==> config.mk <==
export PLATFORM = sky130hd
export DESIGN_NAME = btbTop
export DESIGN_NICKNAME = d
export VERILOG_FILES = /design/src/design/btbPkg.sv /design/src/design/btbPredictor.sv /design/src/design/btbRam.sv /design/src/design/btbTop.sv
export SDC_FILE = /design/constraint.sdc
export NUM_CORES = 2
export LEC_CHECK = 0
export BUFFER_PORTS_ARGS = -buffer_cell sky130_fd_sc_hd__buf_2
export CAP_MARGIN = 15
export CELL_PAD_IN_SITES_DETAIL_PLACEMENT = 0
export CELL_PAD_IN_SITES_GLOBAL_PLACEMENT = 1
export CORE_ASPECT_RATIO = 1.4
export CORE_UTILIZATION = 40
export CTS_CLUSTER_SIZE = 16
export DETAILED_ROUTE_END_ITERATION = 10
export HOLD_SLACK_MARGIN = 0.1
export PLACE_DENSITY_LB_ADDON = 0.1
export REMOVE_ABC_BUFFERS = 1
export SYNTH_ARGS = -nofsm -noshare
export SYNTH_HDL_FRONTEND = slang
export SYNTH_SLANG_ARGS = --single-unit
==> constraint.sdc <==
create_clock -name BTBCLK -period 4.3 [get_ports BTBCLK]
set_input_delay 0.215 -clock BTBCLK [delete_from_list [all_inputs] [get_ports BTBCLK]]
set_output_delay 0.215 -clock BTBCLK [all_outputs]
set_load 0.05 [all_outputs]
==> src/design/btbPkg.sv <==
package btbPkg;

  localparam int addrWidth = 14;
  localparam int idxWidth = 5;
  localparam int tagWidth = addrWidth - idxWidth;

  typedef logic [addrWidth-1:0] fetchAddrT;
  typedef logic [idxWidth-1:0] btbIdxT;
  typedef logic [tagWidth-1:0] btbTagT;

  // two-bit hysteresis whose upper half predicts taken.
  typedef enum logic [1:0] {
    strongNot   = 2'd0,
    weakNot     = 2'd1,
    weakTaken   = 2'd2,
    strongTaken = 2'd3
  } hystT;

  typedef struct packed {
    btbTagT    tag;
    logic      valid;
    fetchAddrT target;
    hystT      hyst;
  } btbEntryT;

  typedef struct packed {
    btbTagT tag;
    logic   valid;
    hystT   hyst;
  } rtbEntryT;

  localparam int btbWidth = $bits(btbEntryT);
  localparam int rtbWidth = $bits(rtbEntryT);

  typedef struct packed {
    logic goF;
    logic goD;
    logic goE;
    logic goC;
  } pipeGoT;

  typedef struct packed {
    fetchAddrT exa;
    fetchAddrT taddr;
    logic      brEd;
    logic      rtsEd;
    logic      ctrue;
    logic      btErr;
    logic      rtsR;
  } exUpdateT;

  function automatic btbIdxT addrIdx(fetchAddrT addr);
    return addr[idxWidth-1:0];
  endfunction

  function automatic btbTagT addrTag(fetchAddrT addr);
    return addr[addrWidth-1:idxWidth];
  endfunction

  function automatic logic predTaken(hystT hyst);
    return (hyst == weakTaken) || (hyst == strongTaken);
  endfunction

endpackage

==> src/design/btbPredictor.sv <==
module btbPredictor (
  input  logic              BTBCLK,
  input  logic              rst,
  input  logic              tbEn,
  input  btbPkg::pipeGoT    go,
  input  btbPkg::exUpdateT  ex,
  input  btbPkg::fetchAddrT ifa,
  input  btbPkg::fetchAddrT ifaNext,
  output btbPkg::btbIdxT    bRdIdx,
  input  btbPkg::btbEntryT  bRdData,
  output btbPkg::btbIdxT    bWrIdx,
  output btbPkg::btbEntryT  bWrData,
  output logic              bWrEn,
  output btbPkg::btbIdxT    rRdIdx,
  input  btbPkg::rtbEntryT  rRdData,
  output btbPkg::btbIdxT    rWrIdx,
  output btbPkg::rtbEntryT  rWrData,
  output logic              rWrEn,
  output logic              bTakenI,
  output logic              rTakenI,
  output btbPkg::fetchAddrT targetI,
  output logic              pTakenR,
  output logic              pTakenE
);
  import btbPkg::*;

  // last write seen by the read-after-write guard.
  logic   wrCycPrev;
  btbIdxT wrIdxPrev;
  hystT   wrHystPrev;

  logic conflictI;
  hystT bHystI;
  hystT rHystI;
  logic bHitI;
  logic rHitI;

  logic     bHitR;
  logic     rHitR;
  logic     bTakenR;
  btbEntryT bEntR;
  rtbEntryT rEntR;
  btbEntryT carryR;

  logic     bHitE;
  logic     rHitE;
  logic     bTakenE;
  btbEntryT carryE;
  hystT     nextHystE;
  logic     wrAny;

  // I stage.
  assign bRdIdx = go.goF ? addrIdx(ifaNext) : addrIdx(ifa);
  assign rRdIdx = bRdIdx;

  assign conflictI = !tbEn || (wrCycPrev && (wrIdxPrev == addrIdx(ifa)));

  // table still holds the stale counter on a conflict.
  assign bHystI = conflictI ? wrHystPrev : bRdData.hyst;
  assign rHystI = conflictI ? wrHystPrev : rRdData.hyst;

  assign bHitI = (bRdData.tag == addrTag(ifa)) && bRdData.valid && !conflictI;
  assign rHitI = (rRdData.tag == addrTag(ifa)) && rRdData.valid && !conflictI;

  assign bTakenI = bHitI && predTaken(bHystI);
  assign rTakenI = rHitI && predTaken(rHystI);
  assign targetI = bRdData.target;

  // R stage.
  always_ff @(posedge BTBCLK) begin
    if (rst) begin
      bHitR   <= 1'b0;
      rHitR   <= 1'b0;
      bTakenR <= 1'b0;
    end else if (go.goD && tbEn) begin
      bHitR   <= bHitI;
      rHitR   <= rHitI;
      bTakenR <= bTakenI;
    end
  end

  always_ff @(posedge BTBCLK) begin
    if (go.goD && tbEn) begin
      bEntR <= '{tag: bRdData.tag, valid: bRdData.valid,
                 target: bRdData.target, hyst: bHystI};
      rEntR <= '{tag: rRdData.tag, valid: rRdData.valid, hyst: rHystI};
    end
  end

  always_ff @(posedge BTBCLK) begin
    if (rst) begin
      pTakenR <= 1'b0;
    end else if (go.goD) begin
      pTakenR <= bTakenI || rTakenI;
    end
  end

  // returns carry no target.
  assign carryR = ex.rtsR ? '{tag: rEntR.tag, valid: rEntR.valid,
                              target: '0, hyst: rEntR.hyst}
                          : bEntR;

  // E stage.
  always_ff @(posedge BTBCLK) begin
    if (rst) begin
      bHitE   <= 1'b0;
      rHitE   <= 1'b0;
      bTakenE <= 1'b0;
      pTakenE <= 1'b0;
    end else if (go.goE) begin
      bHitE   <= bHitR;
      rHitE   <= rHitR;
      bTakenE <= bTakenR;
      pTakenE <= pTakenR;
    end
  end

  always_ff @(posedge BTBCLK) begin
    if (go.goE) begin
      carryE <= carryR;
    end
  end

  // saturating step.
  always_comb begin
    case (carryE.hyst)
      strongNot: nextHystE = ex.ctrue ? weakNot : strongNot;
      weakNot:   nextHystE = ex.ctrue ? weakTaken : strongNot;
      weakTaken: nextHystE = ex.ctrue ? strongTaken : weakNot;
      default:   nextHystE = ex.ctrue ? strongTaken : weakTaken;
    endcase
  end

  always_comb begin
    bWrData      = carryE;
    bWrData.hyst = nextHystE;
    if (!bHitE) begin
      bWrData.tag    = addrTag(ex.exa); // fresh allocation.
      bWrData.valid  = 1'b1;
      bWrData.target = ex.taddr;
    end else if (ex.ctrue && (!bTakenE || ex.btErr)) begin
      bWrData.target = ex.taddr;
    end
  end

  always_comb begin
    if (rHitE) begin
      rWrData = '{tag: carryE.tag, valid: carryE.valid, hyst: nextHystE};
    end else begin
      rWrData = '{tag: addrTag(ex.exa), valid: 1'b1, hyst: nextHystE};
    end
  end

  // commit.
  assign bWrEn  = go.goC && ex.brEd && (bHitE || ex.ctrue);
  assign rWrEn  = go.goC && ex.rtsEd && (rHitE || ex.ctrue);
  assign bWrIdx = addrIdx(ex.exa);
  assign rWrIdx = bWrIdx;
  assign wrAny  = bWrEn || rWrEn;

  always_ff @(posedge BTBCLK) begin
    if (rst) begin
      wrCycPrev <= 1'b0;
    end else begin
      wrCycPrev <= wrAny;
    end
  end

  always_ff @(posedge BTBCLK) begin
    if (wrAny) begin
      wrIdxPrev  <= bWrIdx;
      wrHystPrev <= nextHystE;
    end
  end

  oneTableWrite: assert property (@(posedge BTBCLK) disable iff (rst)
    !(bWrEn && rWrEn));

  // a committed branch always leaves a valid entry behind.
  bWrAtCommit: assert property (@(posedge BTBCLK) disable iff (rst)
    bWrEn |-> go.goC && bWrData.valid);

endmodule

==> src/design/btbRam.sv <==
module btbRam #(
  parameter int entryWidth = btbPkg::btbWidth
) (
  input  logic                  BTBCLK,
  input  logic                  rst,
  input  btbPkg::btbIdxT        rdIdx,
  output logic [entryWidth-1:0] rdData,
  input  btbPkg::btbIdxT        wrIdx,
  input  logic [entryWidth-1:0] wrData,
  input  logic                  wrEn
);
  import btbPkg::*;

  localparam int depth = 1 << idxWidth;
  // valid sits right below the tag in both entry layouts.
  localparam int validPos = entryWidth - tagWidth - 1;

  logic [entryWidth-1:0] mem [depth];
  logic [depth-1:0]      validVec;
  logic [entryWidth-1:0] rdWord;
  logic                  rdValid;

  always_ff @(posedge BTBCLK) begin
    if (wrEn) begin
      mem[wrIdx] <= wrData;
    end
  end

  always_ff @(posedge BTBCLK) begin
    rdWord <= mem[rdIdx]; // old data on same-edge write.
  end

  always_ff @(posedge BTBCLK) begin
    if (rst) begin
      validVec <= '0;
      rdValid  <= 1'b0;
    end else begin
      if (wrEn) begin
        validVec[wrIdx] <= wrData[validPos];
      end
      rdValid <= validVec[rdIdx];
    end
  end

  always_comb begin
    rdData           = rdWord;
    rdData[validPos] = rdValid;
  end

  wrIdxKnown: assert property (@(posedge BTBCLK) disable iff (rst)
    wrEn |-> !$isunknown(wrIdx));

endmodule

==> src/design/btbTop.sv <==
module btbTop (
  input  logic              BTBCLK,
  input  logic              rst,
  input  btbPkg::pipeGoT    go,
  input  btbPkg::exUpdateT  ex,
  input  logic              tbEn,
  input  btbPkg::fetchAddrT ifa,
  input  btbPkg::fetchAddrT ifaNext,
  output logic              bTakenI,
  output logic              rTakenI,
  output btbPkg::fetchAddrT targetI,
  output logic              pTakenR,
  output logic              pTakenE
);
  import btbPkg::*;

  btbIdxT   bRdIdx;
  btbIdxT   bWrIdx;
  btbEntryT bRdData;
  btbEntryT bWrData;
  logic     bWrEn;

  btbIdxT   rRdIdx;
  btbIdxT   rWrIdx;
  rtbEntryT rRdData;
  rtbEntryT rWrData;
  logic     rWrEn;

  btbPredictor predictor_i (
    .BTBCLK  (BTBCLK),
    .rst     (rst),
    .tbEn    (tbEn),
    .go      (go),
    .ex      (ex),
    .ifa     (ifa),
    .ifaNext (ifaNext),
    .bRdIdx  (bRdIdx),
    .bRdData (bRdData),
    .bWrIdx  (bWrIdx),
    .bWrData (bWrData),
    .bWrEn   (bWrEn),
    .rRdIdx  (rRdIdx),
    .rRdData (rRdData),
    .rWrIdx  (rWrIdx),
    .rWrData (rWrData),
    .rWrEn   (rWrEn),
    .bTakenI (bTakenI),
    .rTakenI (rTakenI),
    .targetI (targetI),
    .pTakenR (pTakenR),
    .pTakenE (pTakenE)
  );

  // branch table holding tag, valid, target and counter.
  btbRam #(.entryWidth(btbWidth)) bTable_i (
    .BTBCLK (BTBCLK),
    .rst    (rst),
    .rdIdx  (bRdIdx),
    .rdData (bRdData),
    .wrIdx  (bWrIdx),
    .wrData (bWrData),
    .wrEn   (bWrEn)
  );

  btbRam #(.entryWidth(rtbWidth)) rTable_i (
    .BTBCLK (BTBCLK),
    .rst    (rst),
    .rdIdx  (rRdIdx),
    .rdData (rRdData),
    .wrIdx  (rWrIdx),
    .wrData (rWrData),
    .wrEn   (rWrEn)
  );

endmodule

# Word level (Yosys, flattened, before mapping)
# Memory sizes are Yosys's and may differ from the RTL's. A register that Yosys moved wholly into a read port is not among the register bits.
# Index checks and enable logic that the tools add are counted.
# totals
register_bits	146
mem_bits_rw	1216
inputBits	68
out_inout_bits	18
wordCells	91
memories	2
# memory_table
name	depth	word_bits	rd	rd_ports_with_merged_regs	write_ports	line_no	rtl
bTable_i.mem	32	26	1	1	1	btbRam.sv:18	logic [entryWidth-1:0] mem [depth];
rTable_i.mem	32	12	1	1	1	btbRam.sv:18	
# classes
n_lt_le_gt_ge	3
eq_ne	9
muxes	25
reduce_logical	26
# ops
op	count
bitwise mux 32 bit	2
2-to-1 mux 14 bit	2
2-to-1 mux 26 bit	1
== test 9 bit	2
logical AND 1 bit	14
less-than comparator 5 x 6 -> 1 bit (second input constant)	2
2-to-1 mux 12 bit	1
binary-select mux 1 bit (select 5 bit)	2
== test 2 bit (second input constant)	5
2-to-1 mux 10 bit	1
2-to-1 mux 1 bit	9
logical OR 1 bit	8
2-to-1 mux 2 bit	4
case mux 2 bit (3 select lines)	1
demux 1 bit (select 5 bit)	1
== test 5 bit	1
>= comparator 5 x 1 -> 1 bit (second input constant)	1
2-to-1 mux 5 bit	1
zero test 1 bit	3
== test 2 x 1 -> 1 bit (second input constant)	1
zero test 2 bit	1

# Longest topological paths before layout
# logic_depth
depth_word	8
mapped_depth	10
ltp_nobuf	6

# Hierarchy
# A second synthesis with hierarchy kept.
# hier_totals
cells_unflattened	2367
hier_area_um2	51459.4
# by_module_without_submodules
mod	n_inst	cells_per_inst	area_per_inst_um2	seq_area_each_um2
btbRam (bTable_i)	1	1379	32443.6	25184.2
btbRam (rTable_i)	1	730	15257.1	11451.0
btbPredictor	1	258	3758.6	2312.2

# Worst setup path before layout
# OpenSTA, ideal clock, no wires.
# synth_path
path_kind	input-to-reg
startpoint	input ex[22] (netlist bit)
endpoint	memory bTable_i.mem[10][0] (netlist bit), enable pin
setup_time_ps	410
arrival_time_ps	2169
required_ps	3890
slack_ps	1721
cell_stages	4
n_path_buf	2
path_cell_list	clkbuf_1 or3b_2 clkbuf_1 nor2_1
# synth_lines
element	line_no	rtl
start, declared	btbTop.sv:5	input btbPkg::exUpdateT ex,
end, declared	btbRam.sv:18	
# Straight into the memory's write port.

# Final worst setup path
# layout_path
startpoint	register predictor_i.wrIdxPrev[2]
endpoint	output bTakenI
# layout_between
elab_chain_cells	7
elab_cells_between_ends	10
cone_classes	eq/ne: 3; mux: 1; reduce/logical: 6
# layout_lines
element	line_no	rtl
start, declared	btbPredictor.sv:29	btbIdxT wrIdxPrev;
start signal, assigned	btbPredictor.sv:171	wrIdxPrev <= bWrIdx;
== test 5 bit (*)	btbPredictor.sv:56	assign conflictI = !tbEn || (wrCycPrev && (wrIdxPrev == addrIdx(ifa)));
logical AND 1 bit (*)	btbPredictor.sv:56	
logical OR 1 bit (*)	btbPredictor.sv:56	
2-to-1 mux 2 bit	btbPredictor.sv:59	assign bHystI = conflictI ? wrHystPrev : bRdData.hyst;
== test 2 bit	btbPkg.sv:61	return (hyst == weakTaken) || (hyst == strongTaken);
logical OR 1 bit	btbPkg.sv:61	
logical AND 1 bit (*)	btbPredictor.sv:65	assign bTakenI = bHitI && predTaken(bHystI);
end, declared	btbTop.sv:9	output logic bTakenI,
# Mark *: on every way between the ends. The rest lies on a longest branch, timed or not.

==> results.cfg <==
[clocking]
cts_resized = 0
cts-buffers-inserted = 138
cts_root_buffer = clkbuf_16
clock_sinks = 1334
cts.reportedPaths.clkPinSlew_ns = 0.06
cts_tree = yes
clk_path_buf_depth = 3
htreeDepth = 4
clock_latency_ns = 0.79

[placement]
dpl_worst_slack_ns = 1.02
port_buffers = 76
gp_congestion = 0.813
post-dp-hpwl_mm = 101

[floorplan]
dieArea_um2 = 136000
initial_utilization = 0.405
die_w_um = 312
fp.coreArea_um2 = 133000
io_pins = 86
floorplan.rows = 158
die_h_um = 436

[detailed_routing]
first_pass_iters = 8
ant_nets = 0
vias = 33100
vias_per_cell = 5.57
routedWlPerCell_um = 28.8
routed_wl_mm = 171
drt-initial-drc-count = 2753
drc = 0

[yosys]
synth-seq-area-share = 0.723
synth_compound_gate_area_share = 0.0843
synth_top_family_by_area = simple AND/OR/NAND/NOR gates
synthCells = 3925
synth.avg_cell_area_um2 = 13.7
synth-xor-area-share = 0.00374
ys_types = 55
postSynth.asyncResetShare = 0
synth_mux_area_frac = 0.0527
synth.cell_area_um2 = 53900
ys_ff_latch = 1334
synth-adder-area-share = 0.000372
synth_ff_type = edfxtp_1
yosys.area_share.simple = 0.106
ys_warn_count = 0
synth-edff-count = 1223

[pwr]
p_leak_nw = 21.0
power_density_nw_per_um2 = 465
ir_drop_uv = 398

[global_route]
grt_max_degree = 131
grtUsageTotal = 0.251
antenna_found_initial = 4
grt_pass1_wl_mm = 242
overflow = 0
first_global_vias = 32600

[worst_setup_path]
end_kind = output port
cp_data_arrival_time_ns = 3.06
crit_start = predictor_i.wrIdxPrev[2]
worstSetupPathType = flop to output port
rrSetupSlack_ns = 1.32
endpoint = bTakenI
cp-start-kind = flop
required_ns = 4.09
r2r-start = predictor_i.wrIdxPrev[2]
reg2regPathDepth = 7
r2r-end = predictor_i.pTakenR
crit_fanout = 3

[cells_and_area]
finalCoreUtilization = 0.465
area_delta_synth_final_pct = 14.8
final_common_cell = edfxtp_1
fillers = 11800
drive_above_1_share = 0.144
finalNetCount = 4131
final_cell_mix = edfxtp_1, nand2_1, nand3_1

[hold_path]
whs_path_depth = 6
hp-class = input pin to flop

[timing]
fin_crit_ns = 3.27
post-route-period-util = 0.760
max_slew_margin = 0.269
grt_setup_unrepaired = no
fin_ws_ns = 1.03
finalHoldViolCount = 0
finalMaxSlewViolations = 0
fin_worst_skew_ns = 0.0249
tightest_slew_ns = 1.07
setup_viol = 0
max_freq_mhz = 306

[outcome]
status = finished clean

[flow_run]
max_cap_viol_count = 0
## where the power goes
| part | total [mW] | leakage, nW | internal, mW | switching, mW |
|---|---|---|---|---|
| Clock | 12.1 | 2.22 | 7.04 | 5.07 |
| Sequential | 14.5 | 11.9 | 14.4 | 0.117 |
| Combinational | 2.17 | 6.85 | 0.647 | 1.52 |
## routing by layer
layer,track usage,wire length [µm],vias to the layer above
met5,0,55,-
met4,0.0794,4810,8
met3,0.0373,7700,222
met2,0.446,89000,827
met1,0.312,69200,17100
li1,-,-,15000
## cells by family (layout without fill, tap and decap cells)
family,after synthesis,in the layout
AO/OA/AOI/OAI,711,711
XOR/XNOR,23,23
other,0,2
buffers and inverters,375,626
multiplexers,206,206
flip-flops,1334,1334
AND/OR/NAND/NOR,1274,1274
adder cells (fa/ha/maj),2,2
## flip-flops by register name, indices dropped and copies added (netlist names), 5 cells and up
signal	count
predictor_i.rEntR	12
predictor_i.bEntR	26
bTable_i.validVec	32
rTable_i.rdWord	11
bTable_i.mem	800
rTable_i.validVec	32
rTable_i.mem	352
bTable_i.rdWord	25
predictor_i.wrIdxPrev	5
predictor_i.carryE	26
## synthesized netlist by cell type (16+ instances only)
cell type | count | area share
a211oi_1 | 94 | 0.013
a221oi_1 | 27 | 0.0044
nor3_1 | 46 | 0.0043
nor2_1 | 184 | 0.013
o221ai_1 | 29 | 0.0047
nand2_1 | 614 | 0.043
inv_1 | 121 | 0.0084
a22oi_1 | 103 | 0.014
nor2b_1 | 22 | 0.0026
buf_4 | 26 | 0.0036
a31oi_1 | 23 | 0.0027
mux2i_1 | 99 | 0.018
or4_1 | 21 | 0.0029
buf_2 | 71 | 0.0066
mux4_2 | 56 | 0.023
edfxtp_1 | 1223 | 0.68
clkbuf_1 | 141 | 0.0098
xnor2_1 | 19 | 0.0031
nand2b_1 | 147 | 0.017
o22ai_1 | 57 | 0.0066
o21ai_0 | 173 | 0.016
dfxtp_1 | 111 | 0.041
a2111oi_0 | 16 | 0.0026
nand3_1 | 194 | 0.018
a21oi_1 | 159 | 0.015
mux2_2 | 49 | 0.010
## critical path, stage by stage, from the launching register on
cell and delay (ns):
edfxtp_1 0.37, xor2_1 0.15, nor4_1 0.86, nand3_1 0.24
and3_1 0.26, and2_1 0.19, buf_2 0.22
## layout make-up
cell class / count / area, µm² / area share
diodes: 2 / 5.00 / 0.0000809
clock buffers: 197 / 3940 / 0.0637
clock inverters: 56 / 589 / 0.00953
inverters: 121 / 454 / 0.00735
multi-input cells: 2216 / 13700 / 0.221
flip-flops and latches: 1334 / 38900 / 0.630
well taps: 1760 / 2200 / 0.0356
repair buffers: 252 / 2020 / 0.0327
## metrics by stage
stage	cell area, µm²	total power [mW]	hold WS [ns]	std cells	TNS (ns)
floorplan	52700	16.0	0.287	3671	-154.09
global placement	57200	16.9	0.408	5671	0
detailed placement	57200	16.9	0.422	5671	0
CTS	61800	29.0	0.105	5936	0
global route	61800	29.6	0.147	5936	0
finish	61800	28.8	0.170	5938	0
## worst min-delay path by stage
stage,start,to,slack (ns)
CTS,ifa[8],predictor_i.rHitR,0.11
global route,rst,bTable_i.validVec[27],0.15
finish,ifa[8],predictor_i.rHitR,0.17
floorplan,rst,predictor_i.wrCycPrev,0.29
global placement,bTable_i.rdWord[6],predictor_i.bEntR[6],0.41
detailed placement,bTable_i.rdWord[8],predictor_i.bEntR[8],0.42
## what timing repair did
item                                   4_1_cts  5_1_grt
buffers inserted                             0        0
endpoints found under the hold margin       36        0
setup endpoints to repair                    0        0
hold buffers                                12        0
Note: power is estimated with default switching activity, not from simulation.
